## src/hdl/lockstep_pkg.sv

```systemverilog
/*
  Shared constants of the lockstep checker and the mini core
  Opcode encodings and the instruction word union
*/
`default_nettype none

package lockstep_pkg;

  // Shadow core lag behind the main core, in cycles
  localparam int unsigned LOCKSTEP_OFFSET = 2;
  localparam int unsigned OFFSET_W = (LOCKSTEP_OFFSET > 1) ? $clog2(LOCKSTEP_OFFSET) : 1;

  localparam int unsigned XLEN       = 16;
  localparam int unsigned NUM_REGS   = 4;
  localparam int unsigned REG_ADDR_W = $clog2(NUM_REGS);
  localparam int unsigned INSTR_W    = 16;
  localparam int unsigned OPCODE_W   = 4;
  localparam int unsigned IMM_W      = 10;

  // Write-back valid, address and data packed into one word
  localparam int unsigned CORE_OUT_W = 1 + REG_ADDR_W + XLEN;

  // Register form
  localparam logic [OPCODE_W-1:0] OP_ADD  = 4'h1;
  localparam logic [OPCODE_W-1:0] OP_SUB  = 4'h2;
  localparam logic [OPCODE_W-1:0] OP_XOR  = 4'h3;
  localparam logic [OPCODE_W-1:0] OP_AND  = 4'h4;
  // Immediate form, anything else is a no-op
  localparam logic [OPCODE_W-1:0] OP_ADDI = 4'h5;
  localparam logic [OPCODE_W-1:0] OP_LDI  = 4'h6;

  typedef union packed {
    struct packed {
      logic [OPCODE_W-1:0]   opcode;
      logic [REG_ADDR_W-1:0] rd;
      logic [REG_ADDR_W-1:0] rs1;
      logic [REG_ADDR_W-1:0] rs2;
      logic [5:0]            unused;
    } r;
    struct packed {
      logic [OPCODE_W-1:0]   opcode;
      logic [REG_ADDR_W-1:0] rd;
      logic [IMM_W-1:0]      imm;
    } i;
  } instr_u;

endpackage

`default_nettype wire
```

## src/hdl/lockstep_top.sv

```systemverilog
/*
  Lockstep checker top level
  Reset sequencer, input and output delays, shadow core, comparator
*/
`timescale 1ns/1ps
`default_nettype none

module lockstep_top (
  input  logic                                clk_i,
  input  logic                                rst_ni,
  input  logic                                instr_valid_i,
  input  logic [lockstep_pkg::INSTR_W-1:0]    instr_i,
  input  logic                                main_wb_valid_i,
  input  logic [lockstep_pkg::REG_ADDR_W-1:0] main_wb_addr_i,
  input  logic [lockstep_pkg::XLEN-1:0]       main_wb_data_i,
  output logic                                alert_major_o
);

  logic rst_shadow_n;
  logic cmp_en;

  shadow_rst_seq u_rst_seq (
    .clk_i        (clk_i),
    .rst_ni       (rst_ni),
    .rst_shadow_no(rst_shadow_n),
    .cmp_en_o     (cmp_en)
  );

  ////////////////////////////////////////////////////////////////////
  // Shadow core inputs, delayed by the offset

  logic [lockstep_pkg::INSTR_W:0]   in_word;
  logic [lockstep_pkg::INSTR_W:0]   shadow_in_word;
  logic                             shadow_instr_valid;
  logic [lockstep_pkg::INSTR_W-1:0] shadow_instr;

  assign in_word = {instr_valid_i, instr_i};

  lockstep_delay #(
    .Width(1 + lockstep_pkg::INSTR_W),
    .Depth(lockstep_pkg::LOCKSTEP_OFFSET)
  ) u_in_delay (
    .clk_i (clk_i),
    .rst_ni(rst_ni),
    .data_i(in_word),
    .data_o(shadow_in_word)
  );

  assign {shadow_instr_valid, shadow_instr} = shadow_in_word;

  logic                                shadow_wb_valid;
  logic [lockstep_pkg::REG_ADDR_W-1:0] shadow_wb_addr;
  logic [lockstep_pkg::XLEN-1:0]       shadow_wb_data;

  mini_core u_shadow_core (
    .clk_i        (clk_i),
    .rst_ni       (rst_shadow_n),
    .instr_valid_i(shadow_instr_valid),
    .instr_i      (shadow_instr),
    .wb_valid_o   (shadow_wb_valid),
    .wb_addr_o    (shadow_wb_addr),
    .wb_data_o    (shadow_wb_data)
  );

  ////////////////////////////////////////////////////////////////////
  // Main outputs, one cycle deeper for the shadow output register

  logic [lockstep_pkg::CORE_OUT_W-1:0] main_word;
  logic [lockstep_pkg::CORE_OUT_W-1:0] main_word_dly;
  logic [lockstep_pkg::CORE_OUT_W-1:0] shadow_word;

  assign main_word   = {main_wb_valid_i, main_wb_addr_i, main_wb_data_i};
  assign shadow_word = {shadow_wb_valid, shadow_wb_addr, shadow_wb_data};

  lockstep_delay #(
    .Width(lockstep_pkg::CORE_OUT_W),
    .Depth(lockstep_pkg::LOCKSTEP_OFFSET + 1)
  ) u_out_delay (
    .clk_i (clk_i),
    .rst_ni(rst_ni),
    .data_i(main_word),
    .data_o(main_word_dly)
  );

  lockstep_compare u_compare (
    .clk_i        (clk_i),
    .rst_ni       (rst_ni),
    .cmp_en_i     (cmp_en),
    .shadow_out_i (shadow_word),
    .main_out_i   (main_word_dly),
    .alert_major_o(alert_major_o)
  );

endmodule

`default_nettype wire

```

## src/hdl/lockstep_compare.sv

```systemverilog
/*
  Output register of the shadow core and the gated comparison
*/
`timescale 1ns/1ps
`default_nettype none

module lockstep_compare (
  input  logic                                clk_i,
  input  logic                                rst_ni,
  input  logic                                cmp_en_i,
  input  logic [lockstep_pkg::CORE_OUT_W-1:0] shadow_out_i,
  input  logic [lockstep_pkg::CORE_OUT_W-1:0] main_out_i,
  output logic                                alert_major_o
);

  logic [lockstep_pkg::CORE_OUT_W-1:0] shadow_out_q;

  // One extra cycle on the shadow side, matched by the deeper output delay
  always_ff @(posedge clk_i or negedge rst_ni) begin
    if (!rst_ni) begin
      shadow_out_q <= '0;
    end else begin
      shadow_out_q <= shadow_out_i;
    end
  end

  ////////////////////////////////////////////////////////////////////
  // Comparison

  logic outputs_differ;

  assign outputs_differ = (shadow_out_q != main_out_i);

  // Any differing bit raises the alert once comparison is enabled
  assign alert_major_o = cmp_en_i & outputs_differ;

endmodule

`default_nettype wire

```

## src/hdl/mini_core.sv

```systemverilog
/*
  Two-stage core with four 16-bit registers
  Decode and execute in stage one, write-back in stage two
*/
`timescale 1ns/1ps
`default_nettype none

module mini_core (
  input  logic                                clk_i,
  input  logic                                rst_ni,
  input  logic                                instr_valid_i,
  input  logic [lockstep_pkg::INSTR_W-1:0]    instr_i,
  output logic                                wb_valid_o,
  output logic [lockstep_pkg::REG_ADDR_W-1:0] wb_addr_o,
  output logic [lockstep_pkg::XLEN-1:0]       wb_data_o
);

  ////////////////////////////////////////////////////////////////////
  // Stage one

  logic                 ex_valid_q;
  lockstep_pkg::instr_u ex_instr_q;

  always_ff @(posedge clk_i or negedge rst_ni) begin
    if (!rst_ni) begin
      ex_valid_q <= 1'b0;
    end else begin
      ex_valid_q <= instr_valid_i;
    end
  end

  always_ff @(posedge clk_i) begin
    if (instr_valid_i) begin
      ex_instr_q <= instr_i;
    end
  end

  logic [lockstep_pkg::XLEN-1:0]       rf_q [lockstep_pkg::NUM_REGS];
  logic                                wb_valid_q;
  logic [lockstep_pkg::REG_ADDR_W-1:0] wb_addr_q;
  logic [lockstep_pkg::XLEN-1:0]       wb_data_q;

  logic [lockstep_pkg::XLEN-1:0]       rs1_val;
  logic [lockstep_pkg::XLEN-1:0]       rs2_val;
  logic [lockstep_pkg::XLEN-1:0]       rd_val;
  logic [lockstep_pkg::XLEN-1:0]       imm_sext;
  logic [lockstep_pkg::XLEN-1:0]       imm_zext;

  // Operand reads, forwarded from the write-back stage
  assign rs1_val = (wb_valid_q && wb_addr_q == ex_instr_q.r.rs1) ? wb_data_q
                                                                 : rf_q[ex_instr_q.r.rs1];
  assign rs2_val = (wb_valid_q && wb_addr_q == ex_instr_q.r.rs2) ? wb_data_q
                                                                 : rf_q[ex_instr_q.r.rs2];
  assign rd_val  = (wb_valid_q && wb_addr_q == ex_instr_q.i.rd) ? wb_data_q
                                                                : rf_q[ex_instr_q.i.rd];

  assign imm_sext = {{(lockstep_pkg::XLEN - lockstep_pkg::IMM_W){ex_instr_q.i.imm[9]}},
                     ex_instr_q.i.imm};
  assign imm_zext = {{(lockstep_pkg::XLEN - lockstep_pkg::IMM_W){1'b0}}, ex_instr_q.i.imm};

  logic                                ex_wr_en;
  logic [lockstep_pkg::REG_ADDR_W-1:0] ex_wr_addr;
  logic [lockstep_pkg::XLEN-1:0]       ex_result;

  always_comb begin
    ex_wr_en  = 1'b0;
    ex_result = '0;
    if (ex_valid_q) begin
      ex_wr_en = 1'b1;
      case (ex_instr_q.r.opcode)
        lockstep_pkg::OP_ADD:  ex_result = rs1_val + rs2_val;
        lockstep_pkg::OP_SUB:  ex_result = rs1_val - rs2_val;
        lockstep_pkg::OP_XOR:  ex_result = rs1_val ^ rs2_val;
        lockstep_pkg::OP_AND:  ex_result = rs1_val & rs2_val;
        lockstep_pkg::OP_ADDI: ex_result = rd_val + imm_sext;
        lockstep_pkg::OP_LDI:  ex_result = imm_zext;
        default: begin
          // No-op, nothing written
          ex_wr_en = 1'b0;
        end
      endcase
    end
  end

  assign ex_wr_addr = ex_wr_en ? ex_instr_q.r.rd : '0;

  ////////////////////////////////////////////////////////////////////
  // Stage two

  always_ff @(posedge clk_i or negedge rst_ni) begin
    if (!rst_ni) begin
      wb_valid_q <= 1'b0;
      wb_addr_q  <= '0;
      wb_data_q  <= '0;
    end else begin
      wb_valid_q <= ex_wr_en;
      wb_addr_q  <= ex_wr_addr;
      wb_data_q  <= ex_result;
    end
  end

  // Registers start at zero to match the main core
  always_ff @(posedge clk_i or negedge rst_ni) begin
    if (!rst_ni) begin
      for (int unsigned i = 0; i < lockstep_pkg::NUM_REGS; i++) begin
        rf_q[i] <= '0;
      end
    end else if (wb_valid_q) begin
      rf_q[wb_addr_q] <= wb_data_q;
    end
  end

  assign wb_valid_o = wb_valid_q;
  assign wb_addr_o  = wb_addr_q;
  assign wb_data_o  = wb_data_q;

endmodule

`default_nettype wire

```

## src/hdl/shadow_rst_seq.sv

```systemverilog
/*
  Reset sequencer of the shadow core
  Releases the shadow reset after the offset, then enables comparison
*/
`timescale 1ns/1ps
`default_nettype none

module shadow_rst_seq (
  input  logic clk_i,
  input  logic rst_ni,
  output logic rst_shadow_no,
  output logic cmp_en_o
);

  logic [lockstep_pkg::OFFSET_W-1:0] cnt_q;
  logic                              cnt_done;

  // Counter stops at its terminal value
  assign cnt_done = (cnt_q == lockstep_pkg::OFFSET_W'(lockstep_pkg::LOCKSTEP_OFFSET - 1));

  always_ff @(posedge clk_i or negedge rst_ni) begin
    if (!rst_ni) begin
      cnt_q <= '0;
    end else if (!cnt_done) begin
      cnt_q <= cnt_q + 1'b1;
    end
  end

  // Registered flag drives the shadow reset, glitch-free
  always_ff @(posedge clk_i or negedge rst_ni) begin
    if (!rst_ni) begin
      rst_shadow_no <= 1'b0;
      cmp_en_o      <= 1'b0;
    end else begin
      rst_shadow_no <= cnt_done;
      cmp_en_o      <= rst_shadow_no;
    end
  end

endmodule

`default_nettype wire

```

## src/hdl/lockstep_delay.sv

```systemverilog
/*
  Shift-register delay line of Depth words
  Contents clear on reset
*/
`timescale 1ns/1ps
`default_nettype none

module lockstep_delay #(
  parameter int unsigned Width = 1,
  parameter int unsigned Depth = 1
) (
  input  logic             clk_i,
  input  logic             rst_ni,
  input  logic [Width-1:0] data_i,
  output logic [Width-1:0] data_o
);

  logic [Depth-1:0][Width-1:0] stage_q;

  always_ff @(posedge clk_i or negedge rst_ni) begin
    if (!rst_ni) begin
      stage_q <= '0;
    end else begin
      stage_q[0] <= data_i;
      for (int unsigned i = 1; i < Depth; i++) begin
        stage_q[i] <= stage_q[i-1];
      end
    end
  end

  // Oldest word leaves the line
  assign data_o = stage_q[Depth-1];

endmodule

`default_nettype wire

```

## config.mk

```make
export PLATFORM = sky130hd
export DESIGN_NAME = lockstep_top
export DESIGN_NICKNAME = d
export VERILOG_FILES = /design/src/hdl/lockstep_pkg.sv /design/src/hdl/lockstep_top.sv /design/src/hdl/lockstep_compare.sv /design/src/hdl/mini_core.sv /design/src/hdl/shadow_rst_seq.sv /design/src/hdl/lockstep_delay.sv
export SDC_FILE = /design/constraint.sdc
export NUM_CORES = 1
export LEC_CHECK = 0
export BUFFER_PORTS_ARGS = -buffer_cell sky130_fd_sc_hd__buf_2
export CAP_MARGIN = 0
export CORE_ASPECT_RATIO = 1.75
export CORE_MARGIN = 4
export CORE_UTILIZATION = 56
export CTS_BUF_LIST = sky130_fd_sc_hd__clkbuf_16
export CTS_CLUSTER_DIAMETER = 100
export CTS_CLUSTER_SIZE = 8
export DETAILED_ROUTE_END_ITERATION = 10
export GPL_ROUTABILITY_DRIVEN = 0
export PLACE_DENSITY_LB_ADDON = 0.12
export RECOVER_POWER = 25
export REMOVE_ABC_BUFFERS = 1
export SETUP_SLACK_MARGIN = 0.5
export SYNTH_ARGS = -nofsm -noshare
export SYNTH_HDL_FRONTEND = slang
export SYNTH_SLANG_ARGS = --single-unit
```

## constraint.sdc

```tcl
create_clock -name clk_i -period 2.75 [get_ports clk_i]
set_input_delay 0.275 -clock clk_i [delete_from_list [all_inputs] [get_ports clk_i]]
set_output_delay 0.275 -clock clk_i [all_outputs]
set_load 0.05 [all_outputs]
```

==> results by group, run 1 <==
Worst setup path
  – Startpoint type of the worst setup path: flop
  – Max stage delay on crit path: 450 ps
  – Maximum fanout along the worst path: 6
  – WP data required: 3170 ps
  – Worst path bufs/invs: 2
  – Capturing element type of the critical path: flop
  – Setup slack of the worst register-to-register path: -1090 ps
  – Worst path slowest cell: edfxtp_1
  – Critical path type: reg2reg
  – Kind of cell with the highest combined delay on the critical path: compound AO/OA/AOI/OAI gates
  – Arrival time at the worst endpoint: 4260 ps
  – Ordered cell list for the critical path: buf_6 > buf_6 > xor2_4 > o31ai_4 > o2111ai_4 > nor4_4 > nand2_2 > nand2_2 > xnor2_2 > ha_1 > a21oi_2 > nor2b_1 > o21ai_2 > nor2b_1 > o21ai_1 > xor2_1 > a222oi_1 > o211ai_1

Global route
  – Antenna violations before repair: 0
  – Total global routing overflow: 0
  – Global-route wire length before repair: 49700 um
  – Maximum number of pins on one net before global-route repair: 67
  – Total global routing track utilization: 0.302
  – Vias in the first global route: 9273

Logic synthesis
  – Share of flip-flops with an asynchronous set or reset after synthesis: 0.925
  – Post-synthesis average cell area: 13.5 um^2
  – Post-synth design cell area: 10700 um^2
  – Count of flip-flops with a built-in enable after synthesis: 16
  – Fraction of post-synthesis cell area in the top cell type by area: 0.459
  – Number of synthesis warnings: 0
  – Top_reg_cell synth: dfrtp_1
  – Part of the Yosys area used for sequential elements: 0.504
  – Top area cells in the synthesized netlist: dfrtp_1 (46%), mux2_2 (9.1%), mux4_2 (8.6%)
  – Synthesized flop and latch total: 213
  – Count of distinct cell types in the synthesized netlist: 67
  – Post-synthesis instance total: 797
  – Cell taking the most area after synthesis: dfrtp_1

STA
  – Final setup skew: 29.8 ps
  – Least setup slack across all paths after layout: -1090 ps
  – Max-slew violation count: 0
  – Number of endpoints failing setup at the final stage: 15
  – Hold Worst Slack: 265 ps
  – FMAX: 260 MHz
  – Final Hold Violating Endpoints: 0
  – Worst relative slew slack: 0.446
  – Total Negative Setup Slacks: -11710 ps
  – Setup repair after global routing missed its margin: true
  – Final clock period utilization by the worst path: 1.40
  – Pin slew with the least headroom to its limit: 822 ps
  – Post-layout minimum cycle time: 3840 ps

Power and ir drop
  – Share of power burned in combinational logic: 0.110
  – Cell area power density: 504 nW/um^2
  – Relative contribution of the clock network to total power: 0.436
  – Pleak: 0.00692 uW
  – Switching share of power: 0.239
  – Sw Pwr: 1760 uW
  – Maximum VDD drop: 0.000929 V
  – Int Power: 5600 uW
  – Flop pwr share: 0.454

Detailed routing
  – Vias post-DR: 8343
  – Initial DRT Pass Iterations: 6
  – Drt total wl: 32600 um
  – Detailed-route vias per instance: 6.19
  – Violation count after the first detailed-route iteration: 590
  – Number of DRC violations after detailed routing: 0
  – Antenna Violating Nets Remaining: 0
  – Drt wl/cell: 24.2 um

Place
  – Port Buffers: 38
  – Post-placement cell count: 1254
  – Detailed-placement wirelength estimate: 22500 um
  – Post-Place Setup Slack: -1310 ps

Worst hold path
  – Min-Delay Path Class: in2async

Clock network
  – Maximum clock insertion buffer count: 3
  – Clock latency of the later-clocked register in the worst-skew pair: 560 ps
  – H-tree Lvls: 1
  – Clock slew seen by the registers of the worst setup and hold paths: 60 ps
  – Cts bufs inserted: 30
  – TritonCTS clock tree: yes
  – Clock tree root buffer cell: clkbuf_16
  – Clock sink count: 213

Final layout
  – Total number of nets in the final design: 1192
  – Number of antenna diodes: 0
  – Area growth, synth to finish: 36.1%
  – Cell Count, Final, Fillers Out: 1347
  – Fraction of layout cells with a size suffix above 1: 0.476

Outcome
  – Run status: finished with violations
  – Failing checks: setup timing

Floorplanning
  – Initial Utilization: 0.573
  – Die Wd: 113 um
  – Floorplan die area: 21500 um^2
  – Num rows: 66
  – Placeable core region: 18700 um^2
  – Ports placed on the boundary: 39
  – Chip height: 191 um

Run
  – Max-Cap Viols: 0
## state kept, by name (all words and copies together) (netlist names)
register / cells
u_shadow_core.rf_q: 64
u_in_delay.data_o: 17
u_rst_seq.cmp_en_o: 1
u_shadow_core.wb_addr_o: 2
u_shadow_core.ex_instr_q: 16
u_shadow_core.wb_valid_o: 1
u_rst_seq.rst_shadow_no: 1
u_in_delay.stage_q: 17
u_rst_seq.cnt_done: 1
u_shadow_core.ex_valid_q: 1
u_compare.shadow_out_q: 19
u_out_delay.stage_q: 38
u_shadow_core.wb_data_o: 16
u_out_delay.data_o: 19
## final timing paths
path	start	end	cells after the start
min reg2reg	u_out_delay.stage_q[21]$_DFF_PN0_	u_out_delay.data_o[2]$_DFF_PN0_	0
min in group clk_i	u_out_delay.stage_q[21]$_DFF_PN0_	u_out_delay.data_o[2]$_DFF_PN0_	0
max in group asynchronous	u_rst_seq.rst_shadow_no$_DFF_PN0_	u_shadow_core.rf_q[57]$_DFFE_PN0P_	1
max	u_shadow_core.ex_instr_q[6]$_DFFE_PP_	u_shadow_core.wb_data_o[12]$_DFF_PN0_	18
min	rst_ni	u_out_delay.data_o[15]$_DFF_PN0_	2
max reg2reg	u_shadow_core.ex_instr_q[6]$_DFFE_PP_	u_shadow_core.wb_data_o[12]$_DFF_PN0_	18
## stage by stage
step                total power, uW   util  cell area (um^2)
finish                         7360  0.780             14600
global route                   7610  0.780             14600
CTS                            7330  0.766             14400
detailed placement             4030  0.677             12700
global placement               4000  0.677             12700
floorplan                      3720      -             10600
## kinds of logic (layout without fill, tap and decap cells)
| kind of cell | Yosys count | after routing | share of synthesized area |
|---|---|---|---|
| fa+ha+maj | 52 | 52 | 0.0620 |
| flops | 213 | 213 | 0.504 |
| buf+inv | 48 | 360 | 0.0205 |
| mux | 141 | 141 | 0.201 |
| xor+xnor | 62 | 62 | 0.0548 |
| other cells | 1 | 1 | 0.000349 |
| compound gates | 140 | 140 | 0.0895 |
| simple gates | 140 | 140 | 0.0686 |
## per-layer routing
metal | global-route usage | vias up | wire length, um
met5 | 0 | - | 0
met4 | 0.266 | 0 | 3430
met3 | 0.0339 | 183 | 1450
met2 | 0.534 | 369 | 17200
met1 | 0.310 | 4170 | 10500
li1 | - | 3621 | -
## power groups by stage
| stage | clock network, uW | registers, uW | logic, uW |
|---|---|---|---|
| 2_1_floorplan | 0 | 3390 | 332 |
| 3_3_place_gp | 0 | 3390 | 614 |
| 3_5_place_dp | 0 | 3390 | 634 |
| 4_1_cts | 3240 | 3340 | 747 |
| 5_1_grt | 3390 | 3350 | 872 |
| 6_report | 3210 | 3340 | 807 |
## cells in the mapped netlist (10+ instances only)
| cell type | count |
|---|---|
| dfrtp_1 | 197 |
| mux2_2 | 87 |
| ha_1 | 50 |
| mux4_2 | 41 |
| nand2_1 | 36 |
| xor2_1 | 33 |
| a21oi_1 | 30 |
| nor2_1 | 26 |
| o21ai_0 | 26 |
| xnor2_1 | 26 |
| clkbuf_1 | 19 |
| edfxtp_1 | 16 |
| a222oi_1 | 14 |
| inv_1 | 14 |
| nand3_1 | 14 |
| nor3_1 | 14 |
| a21o_1 | 11 |
| a31oi_1 | 11 |
| buf_2 | 10 |
## cell usage in the layout, fill, tap and decap left out, types with 12 or more instances in the layout
| cell type | synthesis | final |
|---|---|---|
| buf_6 | 1 | 20 |
| nand2_1 | 36 | 33 |
| buf_2 | 10 | 35 |
| mux4_2 | 41 | 45 |
| clkbuf_16 | 0 | 30 |
| xor2_1 | 33 | 31 |
| mux2_2 | 87 | 82 |
| edfxtp_1 | 16 | 16 |
| nand3_1 | 14 | 12 |
| ha_1 | 50 | 41 |
| inv_1 | 14 | 17 |
| a21oi_1 | 30 | 20 |
| dfrtp_1 | 197 | 194 |
| buf_4 | 1 | 212 |
| o21ai_0 | 26 | 20 |
| dlygate4sd3_1 | 0 | 37 |
| nor2_1 | 26 | 20 |
| xnor2_1 | 26 | 17 |
| a222oi_1 | 14 | 14 |
## what timing repair did
action / 4_1_cts / 5_1_grt
setup endpoints to repair: 17 / 17
hold endpoints to repair: 83 / 0
setup buffers: 10 / 7
cloned: 0 / 0
gates resized for setup: 91 / 45
hold buffers: 37 / 0
pin swaps: 60 / 31
## area by class of cell
cell class	instances	area, um^2
multi-input combinational	536	5630
sequential	213	5420
fill	1054	4130
timing repair buffer	307	2400
clock buffer	30	751
tap	238	298
clock inverter	9	61.3
inverter	14	55.1
No activity file was read; power rests on OpenSTA's default activity.
==> run 2, diff against run 1 <==
Settings changed: ABC_AREA set to 1, CORE_UTILIZATION 56 to 57.
==> run 2 against run 1 <==
The run still ends with setup timing left. Hold slack better by 10 ps. Combinational power is 77% higher. Register-to-register slack worse by 180 ps. Count of clock-buffer cells in the layout is 1 higher.
==> results by group, run 2 <==
Worst setup path
  – Maximum fanout along the worst path: 8
  – Setup slack of the worst register-to-register path: -1270 ps
  – Ordered cell list for the critical path: buf_6 > o211ai_1 > nand2_1 > o21ai_4 > ha_4 > nand3_4 > inv_2 > nand4_1 > nand2_1 > xor2_1 > ha_1 > buf_4 > nand2_1 > nor2_4 > nand3_2 > nand3_2 > nand2_2 > nand2_2 > a21oi_2 > or2_4 > nand3_2 > nand3b_1 > nand2_1 > inv_1
  – Cell count along the critical path: 24
  – Reg2reg end: u_shadow_core.wb_data_o[14]$_DFF_PN0_
  – Worst path slowest cell: edfxtp_1
  – R2r worst-path depth: 24
  – Kind of cell with the highest combined delay on the critical path: simple AND/OR/NAND/NOR gates
  – WP data required: 3200 ps
  – Critical path type: reg2reg
  – Startpoint type of the worst setup path: flop
  – RR Startpoint: u_shadow_core.ex_instr_q[6]$_DFFE_PP_
  – Max stage delay on crit path: 430 ps
  – Cell repeated most along the worst path: nand2_1
  – Worst Setup EP: u_shadow_core.wb_data_o[14]$_DFF_PN0_
  – Worst path bufs/invs: 4
  – Critical Path Source: u_shadow_core.ex_instr_q[6]$_DFFE_PP_
  – Arrival time at the worst endpoint: 4460 ps
  – Capturing element type of the critical path: flop

STA
  – Number of endpoints failing setup at the final stage: 15
  – Final clock period utilization by the worst path: 1.46
  – Worst relative slew slack: 0.413
  – Setup repair after global routing missed its margin: true
  – Final Hold Violating Endpoints: 0
  – Max-slew violation count: 0
  – Least setup slack across all paths after layout: -1270 ps
  – Post-layout minimum cycle time: 4020 ps
  – FMAX: 249 MHz
  – Total Negative Setup Slacks: -13290 ps
  – Pin slew with the least headroom to its limit: 881 ps
  – Final setup skew: 23.5 ps

Final layout
  – Biggest regs: u_shadow_core.rf_q (64), u_out_delay.stage_q (38)
  – Finished Core Util: 0.804
  – Area growth, synth to finish: 39.4%
  – Cell Count, Final, Fillers Out: 1926
  – Finished Cell Area: 15800 um^2
  – Total number of nets in the final design: 1761
  – Most common library cell in the layout ignoring fill and taps: nand2_1
  – Commonest non-fill, non-tap cells in the layout: nand2_1 (270), buf_4 (219), dfrtp_1 (194)
  – Register bank with the most flops: u_shadow_core.rf_q
  – Fraction of layout cells with a size suffix above 1: 0.310
  – Flip-flop count of the largest register, all copies and words added: 64

Floorplanning
  – Chip height: 195 um
  – Ports placed on the boundary: 39
  – Num rows: 68
  – Floorplan die area: 22300 um^2
  – Initial Utilization: 0.577
  – Die Wd: 115 um
  – Placeable core region: 19700 um^2

Logic synthesis
  – Most common cell in the netlist: nand2_1
  – Post-synthesis average cell area: 8.32 um^2
  – Post-synth design cell area: 11300 um^2
  – Number of synthesis warnings: 0
  – Post-synthesis instance total: 1364
  – Count of distinct cell types in the synthesized netlist: 50
  – Cell taking the most area after synthesis: dfrtp_1
  – Part of the Yosys area used for sequential elements: 0.477
  – Fraction of post-synthesis cell area in the top cell type by area: 0.435
  – Count of flip-flops with a built-in enable after synthesis: 16
  – Share of flip-flops with an asynchronous set or reset after synthesis: 0.925
  – Top cells by instance count after synthesis: nand2_1 (306), dfrtp_1 (197), inv_1 (150), o21ai_0 (149), nand3_1 (98)
  – Top area cells in the synthesized netlist: dfrtp_1 (43%), nand2_1 (10%), o21ai_0 (6.6%)
  – Top_reg_cell synth: dfrtp_1
  – Synthesized flop and latch total: 213

Detailed routing
  – Drt wl/cell: 24.2 um
  – Antenna Violating Nets Remaining: 0
  – Initial DRT Pass Iterations: 7
  – Number of DRC violations after detailed routing: 0
  – Detailed-route vias per instance: 6.26
  – Violation count after the first detailed-route iteration: 1352
  – Vias post-DR: 12064
  – Drt total wl: 46500 um

Place
  – Port Buffers: 38
  – Detailed-placement wirelength estimate: 24300 um
  – Placed cell area: 13300 um^2
  – Post-placement cell count: 1805
  – Post-Place Setup Slack: -875 ps

Power and ir drop
  – Maximum VDD drop: 0.000669 V
  – Switching share of power: 0.288
  – Pleak: 0.00772 uW
  – Int Power: 5880 uW
  – Flop pwr share: 0.412
  – Share of power burned in combinational logic: 0.173
  – Sw Pwr: 2380 uW
  – Cell area power density: 523 nW/um^2
  – Relative contribution of the clock network to total power: 0.414

Clock network
  – Clock tree root buffer cell: clkbuf_16
  – TritonCTS clock tree: yes
  – Cts bufs inserted: 30
  – H-tree Lvls: 1
  – Clock slew seen by the registers of the worst setup and hold paths: 70 ps
  – Clock latency of the later-clocked register in the worst-skew pair: 570 ps
  – Clock sink count: 213
  – Maximum clock insertion buffer count: 3

Outcome
  – Run status: finished with violations
  – Failing checks: setup timing

Global route
  – Antenna violations before repair: 2
  – Vias in the first global route: 11716
  – Total global routing track utilization: 0.365
  – Total global routing overflow: 0
  – Maximum number of pins on one net before global-route repair: 54
  – Global-route wire length before repair: 62700 um

Worst hold path
  – Min-Delay Path Class: in2async

Run
  – Max-Cap Viols: 0
==> run 2: cells by family (layout without fill, tap and decap cells) <==
family / Yosys count / after routing / share of synthesized area
compound gates: 301 / 301 / 0.155
flops: 213 / 213 / 0.477
fa+ha+maj: 52 / 52 / 0.0587
mux: 1 / 1 / 0.000882
other cells: 1 / 2 / 0.000331
xor+xnor: 33 / 33 / 0.0255
simple gates: 547 / 547 / 0.206
buf+inv: 216 / 532 / 0.0767
==> run 2: metrics by stage <==
stage / hold WS [ps] / power, uW
floorplan: -20.6 / 3910
global placement: 317 / 4370
detailed placement: 320 / 4390
CTS: 286 / 7860
global route: 337 / 8460
finish: 275 / 8260
==> run 2: layout make-up <==
class / count / area [um^2]
Antenna cell: 1 / 2.50
Fill cell: 1101 / 3840
Clock buffer: 31 / 776
Multi-Input combinational cell: 935 / 5820
Inverter: 155 / 604
Sequential cell: 213 / 5420
Timing Repair Buffer: 336 / 2850
Clock inverter: 10 / 38.8
Tap cell: 245 / 307
==> run 2: timing repair <==
action	CTS	global route
endpoints found under the setup margin	17	17
endpoints found under the hold margin	84	0
gates resized for setup	170	87
setup buffers	28	12
hold buffers	37	0
gates cloned	2	0
pin swaps	41	46
==> run 2: how the worst min path moves through the flow <==
stage / endpoint / slack, ps
final: u_compare.shadow_out_q[9]$_DFF_PN0_ / 280
after global routing: u_compare.shadow_out_q[9]$_DFF_PN0_ / 340
after CTS: u_compare.shadow_out_q[9]$_DFF_PN0_ / 290
after detailed placement: u_in_delay.stage_q[8]$_DFF_PN0_ / 320
after global placement: u_in_delay.stage_q[11]$_DFF_PN0_ / 320
after floorplan: u_compare.shadow_out_q[0]$_DFF_PN0_ / -20
==> run 2: worst register-to-register path, cell delays in order (launching register included) <==
cell	delay (ps)
edfxtp_1	430
buf_6	170
o211ai_1	230
nand2_1	150
o21ai_4	220
ha_4	180
nand3_4	90
inv_2	70
nand4_1	250
nand2_1	190
xor2_1	90
ha_1	380
buf_4	180
nand2_1	140
nor2_4	210
nand3_2	100
nand3_2	90
nand2_2	70
nand2_2	80
a21oi_2	70
or2_4	230
nand3_2	50
nand3b_1	80
nand2_1	80
inv_1	50
==> run 2: per-layer routing <==
metal | track usage | vias up | part of all wire
li1 | - | 5118 | -
met1 | 0.402 | 5577 | 0.32
met2 | 0.611 | 964 | 0.47
met3 | 0.0769 | 405 | 0.10
met4 | 0.259 | 0 | 0.11
met5 | 0 | - | 0
==> run 2: power groups by stage <==
stage | clock network, uW | logic, uW | registers, uW
final | 3420 | 1430 | 3410
after floorplan | 0 | 473 | 3440
after CTS | 3320 | 1150 | 3390
after global placement | 0 | 935 | 3430
after detailed placement | 0 | 955 | 3440
after global routing | 3540 | 1510 | 3420
